===== config.mk =====
export PLATFORM = sky130hd
export DESIGN_NAME = response_tx
export DESIGN_NICKNAME = d
export VERILOG_FILES = /design/src/accel_cmd_pkg.sv /design/src/response_tx.sv
export VERILOG_INCLUDE_DIRS = /design/src /design/src/src
export SDC_FILE = /design/constraint.sdc
export NUM_CORES = 1
export LEC_CHECK = 0
export BUFFER_PORTS_ARGS = -buffer_cell sky130_fd_sc_hd__buf_2
export CAP_MARGIN = 20
export CORE_UTILIZATION = 30
export DETAILED_ROUTE_END_ITERATION = 7
export HOLD_SLACK_MARGIN = 0.1
export PLACE_DENSITY_LB_ADDON = 0.2
export SYNTH_ARGS = -nofsm -noshare
export SYNTH_HDL_FRONTEND = slang
export SYNTH_SLANG_ARGS = --single-unit

===== constraint.sdc =====
create_clock -name clk -period 2.5 [get_ports clk]
set_input_delay 0.375 -clock clk [delete_from_list [all_inputs] [get_ports clk]]
set_output_delay 0.375 -clock clk [all_outputs]
set_load 0.005 [all_outputs]

===== src/accel_macros.svh =====
// Shared sizing constants for the accelerator command path
// Include wherever byte, word, buffer or packet sizes are needed

`ifndef ACCEL_MACROS_SVH
`define ACCEL_MACROS_SVH

// Data widths
`define ACCEL_BYTE_W 8
`define ACCEL_LANES 4
`define ACCEL_WORD_W (`ACCEL_BYTE_W * `ACCEL_LANES)

// Operand buffer geometry, depth must equal 2**AW
`define ACCEL_BUF_DEPTH 64
`define ACCEL_BUF_AW 6

// Host protocol framing
// Packet is cmd, addr lo, addr hi, data 0..3
`define ACCEL_PKT_BYTES 7
// Response is cmd echo plus four data bytes
`define ACCEL_RSP_BYTES 5

`endif


===== src/accel_cmd_pkg.sv =====
// Host protocol types: command codes, received packet and response request
// Imported by the packet decoder and the top level

`default_nettype none

`include "accel_macros.svh"

package accel_cmd_pkg;

    // ==================================================
    // Command codes, high nibble of the command byte
    // ==================================================
    typedef enum logic [3:0] {
        CMD_CSR_WR   = 4'h0,
        CMD_CSR_RD   = 4'h1,
        CMD_BUF_WR_A = 4'h2,
        CMD_BUF_WR_B = 4'h3,
        CMD_START    = 4'h5,
        CMD_ABORT    = 4'h6,
        CMD_STATUS   = 4'h7
    } host_cmd_e;

    // ==================================================
    // Assembled seven-byte packet
    // ==================================================
    // Address and data both arrive low byte first
    typedef struct packed {
        logic [`ACCEL_BYTE_W-1:0]   cmd;
        logic [2*`ACCEL_BYTE_W-1:0] addr;
        logic [`ACCEL_WORD_W-1:0]   data;
    } host_packet_t;

    // Reply request toward the byte serializer
    typedef struct packed {
        logic [`ACCEL_BYTE_W-1:0] cmd;
        logic [`ACCEL_WORD_W-1:0] data;
    } rsp_req_t;

endpackage

`default_nettype wire


===== src/response_tx.sv =====
// Response serializer
// Latches one request while idle and sends the command byte, then the
// data word low byte first, advancing on each edge with ready high

`timescale 1ns/1ps
`default_nettype none

`include "accel_macros.svh"

module response_tx (
    input  wire logic                       clk,
    input  wire logic                       rst_n,
    input  wire logic                       i_rsp_valid,
    input  wire accel_cmd_pkg::rsp_req_t    i_rsp,
    input  wire logic                       i_tx_ready,
    output logic [`ACCEL_BYTE_W-1:0]        o_tx_data,
    output logic                            o_tx_valid
);

    localparam int IDX_W = $clog2(`ACCEL_RSP_BYTES);
    localparam int SH_W  = `ACCEL_RSP_BYTES * `ACCEL_BYTE_W;

    logic              active_q;
    logic [IDX_W-1:0]  idx_q;
    logic [SH_W-1:0]   shift_q;
    logic              accept;

    assign accept = active_q && i_tx_ready;

    // ==================================================
    // Byte counter
    // ==================================================
    always_ff @(posedge clk) begin
        if (!rst_n) begin
            active_q <= 1'b0;
            idx_q    <= '0;
        end else if (!active_q) begin
            // Requests during a transfer are dropped
            if (i_rsp_valid) begin
                active_q <= 1'b1;
                idx_q    <= '0;
            end
        end else if (accept) begin
            if (idx_q == IDX_W'(`ACCEL_RSP_BYTES - 1)) begin
                active_q <= 1'b0;
            end
            idx_q <= idx_q + 1'b1;
        end
    end

    // Header sits in the low byte, data bytes above it
    always_ff @(posedge clk) begin
        if (!active_q && i_rsp_valid) begin
            shift_q <= {i_rsp.data, i_rsp.cmd};
        end else if (accept) begin
            shift_q <= shift_q >> `ACCEL_BYTE_W;
        end
    end

    assign o_tx_valid = active_q;
    assign o_tx_data  = shift_q[`ACCEL_BYTE_W-1:0];

endmodule

`default_nettype wire


; Word-level counts from Yosys, hierarchy flattened
; Index checks and enable logic that the tools add are counted.
[totals]
word_cells = 21
reg_bits = 44
[classes]
reduce_logical = 6
n_eq_ne = 2
n_addsub = 1
mux = 9
[op_table]
columns = operator, n
row1 = $mux W40, 2
row2 = $mux W3, 3
row3 = $mux W1, 4
row4 = $reduce_bool A2 Y1, 2
row5 = $add A3 B1 Y3 const B, 1
row6 = $eq A3 B3 Y1 const B, 1
row7 = $logic_and A1 B1 Y1, 2
row8 = $ne A2 B1 Y1 const B, 1
row9 = $reduce_and A2 Y1, 1
row10 = $logic_not A1 Y1, 1

; Depth between registers and ports, before layout
; Gate-level depths: netlist of the first run.
[logic_depth]
word_depth = 4
mapped_depth = 5
mapped_depth_nobuf = 5

; Least setup slack after synthesis of the first run
; OpenSTA, ideal clock, no wires.
[synth_timing]
path_type = input -> register
start = input port i_rsp_valid
end = register shift_q[0], enable pin
arrival_time_ns = 1.747
cell_stages = 4
slack_ns = 0.353
setup_ns = 0.399
path_cell_list = nor2b_2 > buf_6 > clkbuf_2 > or2_1
[synth_via]
elab_chain_len = 2
[synth_lines]
columns = item, line
row1 = from (decl), response_tx.sv:13  ; input wire logic i_rsp_valid,
row2 = $logic_and A1 B1 Y1, response_tx.sv:53  ; if (!active_q && i_rsp_valid) begin
row3 = $reduce_bool A2 Y1 (no line), --
row4 = to (signal assigned), response_tx.sv:54  ; shift_q <= {i_rsp.data, i_rsp.cmd};
row5 = to (signal assigned), response_tx.sv:56  ; shift_q <= shift_q >> `ACCEL_BYTE_W;
row6 = to (decl), response_tx.sv:25  ; logic [SH_W-1:0] shift_q;
; Every way passes these cells.
; A chain may end at the register's enable or synchronous reset.

; Final worst setup path of the first run
[layout_timing]
start = register active_q, in the netlist o_tx_valid
end = register shift_q[7], enable pin
[layout_via]
elab_chain_len = 3
elab_cells_between_ends = 4
[layout_lines]
columns = item, line
row1 = from (decl), response_tx.sv:23  ; logic active_q;
row2 = from (signal assigned), response_tx.sv:35  ; active_q <= 1'b0;
row3 = from (signal assigned), response_tx.sv:40  ; active_q <= 1'b1;
row4 = from (signal assigned), response_tx.sv:45  ; active_q <= 1'b0;
row5 = $logic_not A1 Y1, response_tx.sv:53
row6 = $logic_and A1 B1 Y1, response_tx.sv:53
row7 = $reduce_bool A2 Y1 (no line) (*), --
; Mark *: on every way between the ends. The rest lies on a longest branch, timed or not.

==> summary.md, run 1 <==
| Metric | Value |
|---|---|
| Reg2Reg Launch Point | o_tx_valid |
| Worst skew pair latency | 0.29 ns |
| Distinct cell type count after synthesis | 22 |
| Setup crit start | o_tx_valid |
| I/O Buffers | 52 |
| Endpoints failing setup | 0 |
| Post-CTS Setup Bufs | 0 |
| GRT Total Usage | 0.0895 |
| CTS hold repair buffers | 0 |
| Core ar. | 0.00649 mm^2 |
| Cell Area, Synth | 0.00207 mm^2 |
| Die width | 85.0 um |
| Sequential area share after synthesis | 0.620 |
| CTS tree | done |
| Post-DRT Antenna Nets | 0 |
| Number of DRC markers in iteration 0 | 40 |
| Row count | 29 |
| Min-delay src | rst_n |
| Outcome | finished clean |
| Ant diodes | 0 |
| Internal | 1.22 mW |
| Clk root buf | clkbuf_8 |
| Clock sinks | 44 |
| R2r setup slk | 0.91 ns |
| Worst Path Arrival | 1.59 ns |
| Worst-margin pin slew | 0.335 ns |
| Asr flop ratio synth | 0 |
| Final period util | 0.634 |
| Vias in the first global route | 1099 |
| Warnings, synthesis | 0 |
| Fin. max-slew vios | 0 |
| DR WL/cell | 12.5 um |
| Pleak | 1.02 nW |
| Initial Util | 0.318 |
| Largest area contributor in the netlist | edfxtp_1 |
| Top cell type's share of synthesized area | 0.581 |
| Share of post-route cells with drive strength above 1 | 0.569 |
| Post-DR vias/cell | 4.37 |
| Post-synth EDFFs | 40 |
| Synth top area cells | edfxtp_1, mux2_4, dfxtp_1 |
| Overflow after GRT | 0 |
| DR pass1 iterations | 4 |
| Relative slew slack | 0.777 |
| Synth Flop Type | edfxtp_1 |
| Final GP Congestion | 0.576 |
| Clock-pin transition on the worst setup and hold timing paths | 0.08 ns |
| Pwr dens | 636 mW/mm^2 |
| Sw Pwr | 0.322 mW |
| Clock buffer depth | 2 |
| Synth Net Count | 162 |
| Final Util | 0.374 |
| Pwr Total | 1.54 mW |
| Hold Slack | 0.342 ns |
| H-tree depth | 2 |
| Critical path required time | 2.50 ns |
| Detailed-route DRC error count | 0 |
| Switching share of power | 0.208 |
| Fin. Hold Viols | 0 |
| Post-Route WL | 3.06 mm |
| Resized cells post-CTS | 0 |
| Layout area overhead | 17.4% |
| RSZ-0062 raised after global routing | no |
| Sum Neg Setup Slack | 0 ns |
| Worst vdd ir | 237 uV |
| Maximum number of pins on one net before global-route repair | 21 |
| Vias | 1067 |
| Die area | 0.00723 mm^2 |
| CP startpoint kind | flop |
| Final min period | 1.59 ns |
| Nets | 212 |
| FMAX | 631 MHz |
| Critical path class | flop to flop |
| I/O Pins | 53 |
| Sequential share of power | 0.588 |
| Number of fill cells | 637 |
| Yosys reg bits | 44 |
| Die H | 85.0 um |
| Power share of the combinational group | 0.141 |
| Syn avg cell area | 17.8 um^2 |
| Max_cap viols | 0 |
| Hold Path Class | input port to flop |
| CP Capture Type | flop |
| Gate Count Post-Synth | 116 |
| Clk network pwr share | 0.271 |
| Global-route wire length before repair | 4.82 mm |
| Inserted Clock Buffers | 5 |
| Initial antenna violation count | 0 |
| Worst clock skew | 0.00646 ns |
| Max FO, Critical Path | 18 |
cell usage after synthesis, drive strengths merged, types with 2 or more instances:
cell / n
a31oi: 2
o21ai: 3
and2: 10
inv: 2
ha: 2
mux2: 32
dfxtp: 4
edfxtp: 40
buf: 12
layout make-up:
cell class	count	area, um^2	share of cell area
clock buffers	7	76.3	0.0314
clock inverters	1	3.75	0.00155
inverters	2	7.51	0.00309
multi-input cells	57	647	0.266
flip-flops and latches	44	1280	0.528
well taps	77	96.3	0.0397
repair buffers	56	315	0.130
power groups by stage:
stage | logic (mW) | clock network [mW] | registers (mW)
2_1_floorplan | 0.172 | 0 | 0.921
6_report | 0.218 | 0.418 | 0.907
3_3_place_gp | 0.216 | 0 | 0.921
4_1_cts | 0.223 | 0.439 | 0.908
3_5_place_dp | 0.222 | 0 | 0.925
5_1_grt | 0.237 | 0.465 | 0.914
per-stage QoR:
| stage | std cells | setup slack [ns] | instance area [um^2] |
|---|---|---|---|
| 6_report | 244 | 0.914 | 2430 |
| 5_1_grt | 244 | 0.834 | 2430 |
| 4_1_cts | 244 | 0.911 | 2430 |
| 3_5_place_dp | 236 | 0.856 | 2350 |
| 3_3_place_gp | 236 | 0.885 | 2350 |
| 2_1_floorplan | 116 | 0.353 | 2070 |
cell usage in the layout, fill, tap and decap left out:
| cell | count |
|---|---|
| a21oi_1 | 1 |
| a31oi_1 | 2 |
| and2_1 | 10 |
| buf_12 | 2 |
| buf_2 | 52 |
| buf_4 | 2 |
| clkbuf_1 | 2 |
| clkbuf_8 | 5 |
| clkinv_1 | 1 |
| dfxtp_1 | 4 |
| edfxtp_1 | 40 |
| ha_1 | 2 |
| inv_1 | 2 |
| mux2_2 | 2 |
| mux2_4 | 30 |
| nand2_1 | 1 |
| nand3_1 | 1 |
| nor2b_4 | 1 |
| nor3b_1 | 1 |
| o211a_1 | 1 |
| o21ai_0 | 2 |
| o21ai_1 | 1 |
| o31ai_1 | 1 |
| or2_2 | 1 |
metal layers:
layer	part of all wire	global-route usage
met1	0.41	0.0938
met2	0.47	0.150
met3	0.10	0.0418
met4	0.018	0.0462
met5	0	0
flip-flops by register name, summed over array words and instances, names as in the netlist:
| name | cells |
|---|---|
| shift_q | 40 |
| o_tx_valid | 1 |
| idx_q | 3 |
cell families (layout without fill, tap and decap cells):
logic type	Yosys count	in the layout	share of synthesized area
DFF	44	44	0.620
muxes	32	32	0.229
and+or+nand+nor	15	15	0.0454
buffers and inverters	15	66	0.0696
AOI/OAI and AO/OA	8	8	0.0242
adders and majority gates	2	2	0.0121
final timing paths:
| path | cells after the start | endpoint |
|---|---|---|
| worst max-delay path | 3 | shift_q[7] |
| worst min-delay path | 2 | idx_q[0] |
| worst max register to register | 3 | shift_q[7] |
| worst min register to register | 1 | o_tx_valid |
worst max-delay path, stage by stage (launching register included):
cell	delay, ns
dfxtp_1	0.50
and2_1	0.27
or2_2	0.32
buf_12	0.20
No activity file was read; power rests on OpenSTA's default activity.
==> run 2, diff against run 1 <==
Clock period 2.5 ns to 1.3 ns, I/O delays scaled along.
==> summary.md, run 2 (synthesized netlist as in run 1, its figures left out) <==
| Metric | Value |
|---|---|
| Nets | 227 |
| Endpoints failing setup | 63 |
| CP startpoint kind | flop |
| Placed instance count | 240 |
| CP Capture Type | flop |
| Post-Route WL | 3.41 mm |
| Worst clock skew | 0.00453 ns |
| Clock sinks | 44 |
| Row count | 29 |
| Layout area overhead | 31.6% |
| Sum Neg Setup Slack | -1.57 ns |
| Share of post-route cells with drive strength above 1 | 0.626 |
| Maximum number of pins on one net before global-route repair | 22 |
| Worst skew pair latency | 0.29 ns |
| Fin. Hold Viols | 0 |
| RSZ-0062 raised after global routing | yes |
| Critical path class | flop to flop |
| DR pass1 iterations | 4 |
| Final min period | 1.35 ns |
| Initial antenna violation count | 0 |
| GRT Total Usage | 0.101 |
| CTS hold repair buffers | 0 |
| Die width | 85.0 um |
| Wire length on met2 | 1.69 mm |
| Biggest register | shift_q |
| Fin cells | 259 |
| Die H | 85.0 um |
| Violated checks | setup timing |
| Detailed-route DRC error count | 0 |
| Commonest non-fill, non-tap cells in the layout | buf_2, edfxtp_1, mux2_4, and2_1, buf_4 |
| Number of fill cells | 587 |
| DP HPWL | 2.26 mm |
| Pre-CTS setup slack | -0.0813 ns |
| Max_cap viols | 0 |
| I/O Buffers | 52 |
| Slowest CP cell | dfxtp_4 |
| Pleak | 1.17 nW |
| FMAX | 738 MHz |
| Largest register FFs | 40 |
| CTS tree | done |
| Worst-margin pin slew | 0.261 ns |
| Initial Util | 0.318 |
| Final worst slack | -0.0542 ns |
| Final Util | 0.419 |
| Metal1 wirelength | 1.49 mm |
| Relative slew slack | 0.824 |
| Fin. max-slew vios | 0 |
| Pwr dens | 1220 mW/mm^2 |
| Outcome | finished, violations left |
| Final period util | 1.04 |
| Overflow after GRT | 0 |
| Vias | 1124 |
| H-tree depth | 2 |
| Core ar. | 0.00649 mm^2 |
| Critical path required time | 1.34 ns |
| Hold Path Class | input port to flop |
| Clock buffer depth | 2 |
| Met3 wire length | 192 um |
| Ant diodes | 0 |
| Max FO, Critical Path | 11 |
| Post-DR vias/cell | 4.34 |
| Top Layer Used | met4 |
| Worst vdd ir | 479 uV |
| Clk root buf | clkbuf_8 |
| Post-DRT Antenna Nets | 0 |
| Number of DRC markers in iteration 0 | 27 |
| Inserted Clock Buffers | 5 |
| Clock-pin transition on the worst setup and hold timing paths | 0.08 ns |
| Die area | 0.00723 mm^2 |
| Global-route wire length before repair | 5.38 mm |
| Max incr delay on CP | 0.36 ns |
| Final GP Congestion | 0.677 |
| DR WL/cell | 13.2 um |
| Most common cell after layout, fill and taps aside | buf_2 |
| Worst Path Arrival | 1.40 ns |
| Crit-path cells | nor2b_4, buf_12, buf_16, mux2_4 |
| Vias in the first global route | 1179 |
| I/O Pins | 53 |
[run 2: cell types whose count changed in the layout (fill, tap and decap cells not counted), moves of 2 or more]
cell       previous run  this run
buf_16                0         3
mux2_4               30        32
mux2_2                2         0
clkbuf_16             0         2
buf_12                2         5
buf_4                 2         8
[run 2: cell type report]
| class | instances | area (um^2) | area share |
|---|---|---|---|
| clock buffers | 6 | 72.6 | 0.0267 |
| clock inverters | 2 | 35.0 | 0.0129 |
| inverters | 2 | 7.51 | 0.00276 |
| multi-input cells | 57 | 659 | 0.242 |
| flip-flops and latches | 44 | 1280 | 0.472 |
| well taps | 77 | 96.3 | 0.0354 |
| repair buffers | 71 | 564 | 0.207 |
[run 2: routing by layer]
layer / global-route usage / up-vias
met5: 0 / -
met4: 0.0370 / 0
met3: 0.0428 / 7
met2: 0.174 / 44
met1: 0.111 / 518
li1: - / 555
[run 2: worst max-delay path, delay by kind of cell (launching register included)]
kind / cells / cell delay, ns
buffers and inverters: 2 / 0.28
DFF: 1 / 0.36
muxes: 1 / 0.30
and+or+nand+nor: 1 / 0.16
[run 2: final timing paths]
check	slack (ns)	start	to	depth (start not counted)
max	-0.05	o_tx_valid	shift_q[30]	4
min	0.15	rst_n	idx_q[1]	2
max reg2reg	-0.05	o_tx_valid	shift_q[30]	4
min reg2reg	0.50	idx_q[2]	o_tx_valid	1
[run 2: power breakdown]
part           internal, mW  switching (mW)  total [mW]
Clock                 0.570           0.448        1.02
Sequential             1.71          0.0320        1.74
Combinational         0.372           0.186       0.558
Total                  2.65           0.666        3.32
[run 2: per-stage QoR]
step	cell area, um^2	hold slack [ns]	total power [mW]
6_report	2720	0.155	3.32
5_1_grt	2720	0.135	3.48
4_1_cts	2640	0.147	3.32
3_5_place_dp	2420	0.450	2.24
3_3_place_gp	2420	0.437	2.23
2_1_floorplan	2080	0.317	2.11
[run 2: timing repair]
action / 4_1_cts / 5_1_grt
setup endpoints to repair: 32 / 70
hold endpoints to repair: 0 / 0
pin swaps: 1 / 0
buffers inserted: 4 / 3
resized for setup: 7 / 1
gates cloned: 2 / 2
==> run 3, diff against run 2 <==
Settings changed: CORE_UTILIZATION 30 to 40.
==> summary.md, run 3 (synthesized netlist as in run 1, its figures left out) <==
| Metric | Value |
|---|---|
| GRT Total Usage | 0.123 |
| Ant diodes | 0 |
| Share of post-route cells with drive strength above 1 | 0.615 |
| Largest register FFs | 40 |
| Reg2Reg Launch Point | o_tx_valid |
| Worst Path Arrival | 1.36 ns |
| Clock buffer depth | 2 |
| Most common cell after layout, fill and taps aside | buf_2 |
| Post-DRT Antenna Nets | 0 |
| Initial antenna violation count | 0 |
| Relative slew slack | 0.877 |
| Critical path required time | 1.35 ns |
| Number of DRC markers in iteration 0 | 18 |
| Vias | 1120 |
| Hold Path Class | input port to flop |
| FMAX | 765 MHz |
| Worst vdd ir | 725 uV |
| CTS hold repair buffers | 0 |
| Max_cap viols | 0 |
| I/O Pins | 53 |
| Number of fill cells | 386 |
| R2R depth | 4 |
| WHS Endpoint | idx_q[1] |
| Final min period | 1.31 ns |
| Inserted Clock Buffers | 5 |
| DP HPWL | 2.15 mm |
| Final Util | 0.549 |
| Vias in the first global route | 1023 |
| Fin cells | 246 |
| DR pass1 iterations | 3 |
| Worst skew pair latency | 0.29 ns |
| Endpoints failing setup | 6 |
| Worst clock skew | 0.00575 ns |
| H-tree depth | 2 |
| Core ar. | 0.00485 mm^2 |
| Sum Neg Setup Slack | -0.0241 ns |
| Post-Route WL | 3.24 mm |
| Post-DR vias/cell | 4.55 |
| Die width | 73.9 um |
| Pleak | 1.15 nW |
| Pre-CTS setup slack | -0.0254 ns |
| Pwr dens | 1240 mW/mm^2 |
| Min-delay src | rst_n |
| Fin. Hold Viols | 0 |
| Hold Path Cell Cnt | 2 |
| Layout area overhead | 28.8% |
| Biggest register | shift_q |
| Max FO, Critical Path | 7 |
| DR WL/cell | 13.2 um |
| Maximum number of pins on one net before global-route repair | 28 |
| Initial Util | 0.426 |
| Worst-margin pin slew | 0.183 ns |
| I/O Buffers | 52 |
| Placed instance count | 231 |
| Final GP Congestion | 0.697 |
| Final period util | 1.01 |
| Pwr Total | 3.29 mW |
| Outcome | finished, violations left |
| CP Capture Type | flop |
| Final worst slack | -0.00655 ns |
| Nets | 224 |
| Die H | 73.9 um |
| R2r setup slk | -0.007 ns |
| Clock sinks | 44 |
| Hold Slack | 0.160 ns |
| Commonest non-fill, non-tap cells in the layout | buf_2, edfxtp_1, mux2_4, and2_1, buf_12 |
| Non-Filler Cell Area, Final | 0.00266 mm^2 |
| Fin. max-slew vios | 0 |
| Detailed-route DRC error count | 0 |
| Overflow after GRT | 0 |
| Clock-pin transition on the worst setup and hold timing paths | 0.08 ns |
| RSZ-0062 raised after global routing | yes |
| CTS tree | done |
| Critical path class | flop to flop |
| Clk root buf | clkbuf_8 |
| CP startpoint kind | flop |
| Global-route wire length before repair | 4.82 mm |
| Violated checks | setup timing |
| FF-to-FF End | shift_q[17] |
| Area of placed instances | 0.00241 mm^2 |
| Row count | 25 |
| Die area | 0.00546 mm^2 |
## run 3: changes by cell type in the layout (fill, tap and decap cells not counted), sizes merged
cell	change
buf	-4
clkbuf	+1
## run 3: cell type report
cell class,instances,area (um^2),share of cell area
sequential,44,1280,0.482
clock buffer,6,72.6,0.0273
clock inverter,2,35.0,0.0132
multi-input combinational,57,657,0.247
tap,67,83.8,0.0315
timing repair buffer,68,524,0.197
inverter,2,7.51,0.00282
## run 3: what timing repair did
action / 4_1_cts / 5_1_grt
endpoints found under the setup margin: 14 / 32
setup buffers: 0 / 3
gates resized for setup: 2 / 3
gates cloned: 0 / 4
## run 3: how the worst max path moves through the flow
| stage | startpoint | to | slack, ns | cells past startpoint |
|---|---|---|---|---|
| 6_report | o_tx_valid | shift_q[17] | -0.007 | 4 |
| 5_1_grt | o_tx_valid | shift_q[7] | -0.03 | 4 |
| 4_1_cts | o_tx_valid | shift_q[30] | -0.03 | 3 |
| 3_5_place_dp | i_rsp_valid | shift_q[22] | -0.03 | 4 |
| 3_3_place_gp | i_rsp_valid | shift_q[22] | -0.003 | 4 |
| 2_1_floorplan | o_tx_valid | shift_q[0] | -0.17 | 4 |
## run 3: critical path, cell delays in order (launching register included)
cell       delay, ns
dfxtp_2         0.34
nor2b_4         0.13
buf_12          0.14
clkbuf_16       0.16
mux2_4          0.29
## run 3: metal layers
layer / GRT usage / share of wire / vias to the layer above
met5: 0 / 0 / -
met1: 0.157 / 0.44 / 527
met3: 0.0562 / 0.066 / 4
li1: - / - / 546
met2: 0.182 / 0.49 / 43
met4: 0.0449 / 0.0093 / 0
## run 3: where the power goes
group / switching (mW) / internal [mW]
Combinational: 0.180 / 0.353
Clock: 0.447 / 0.570
Sequential: 0.0344 / 1.71
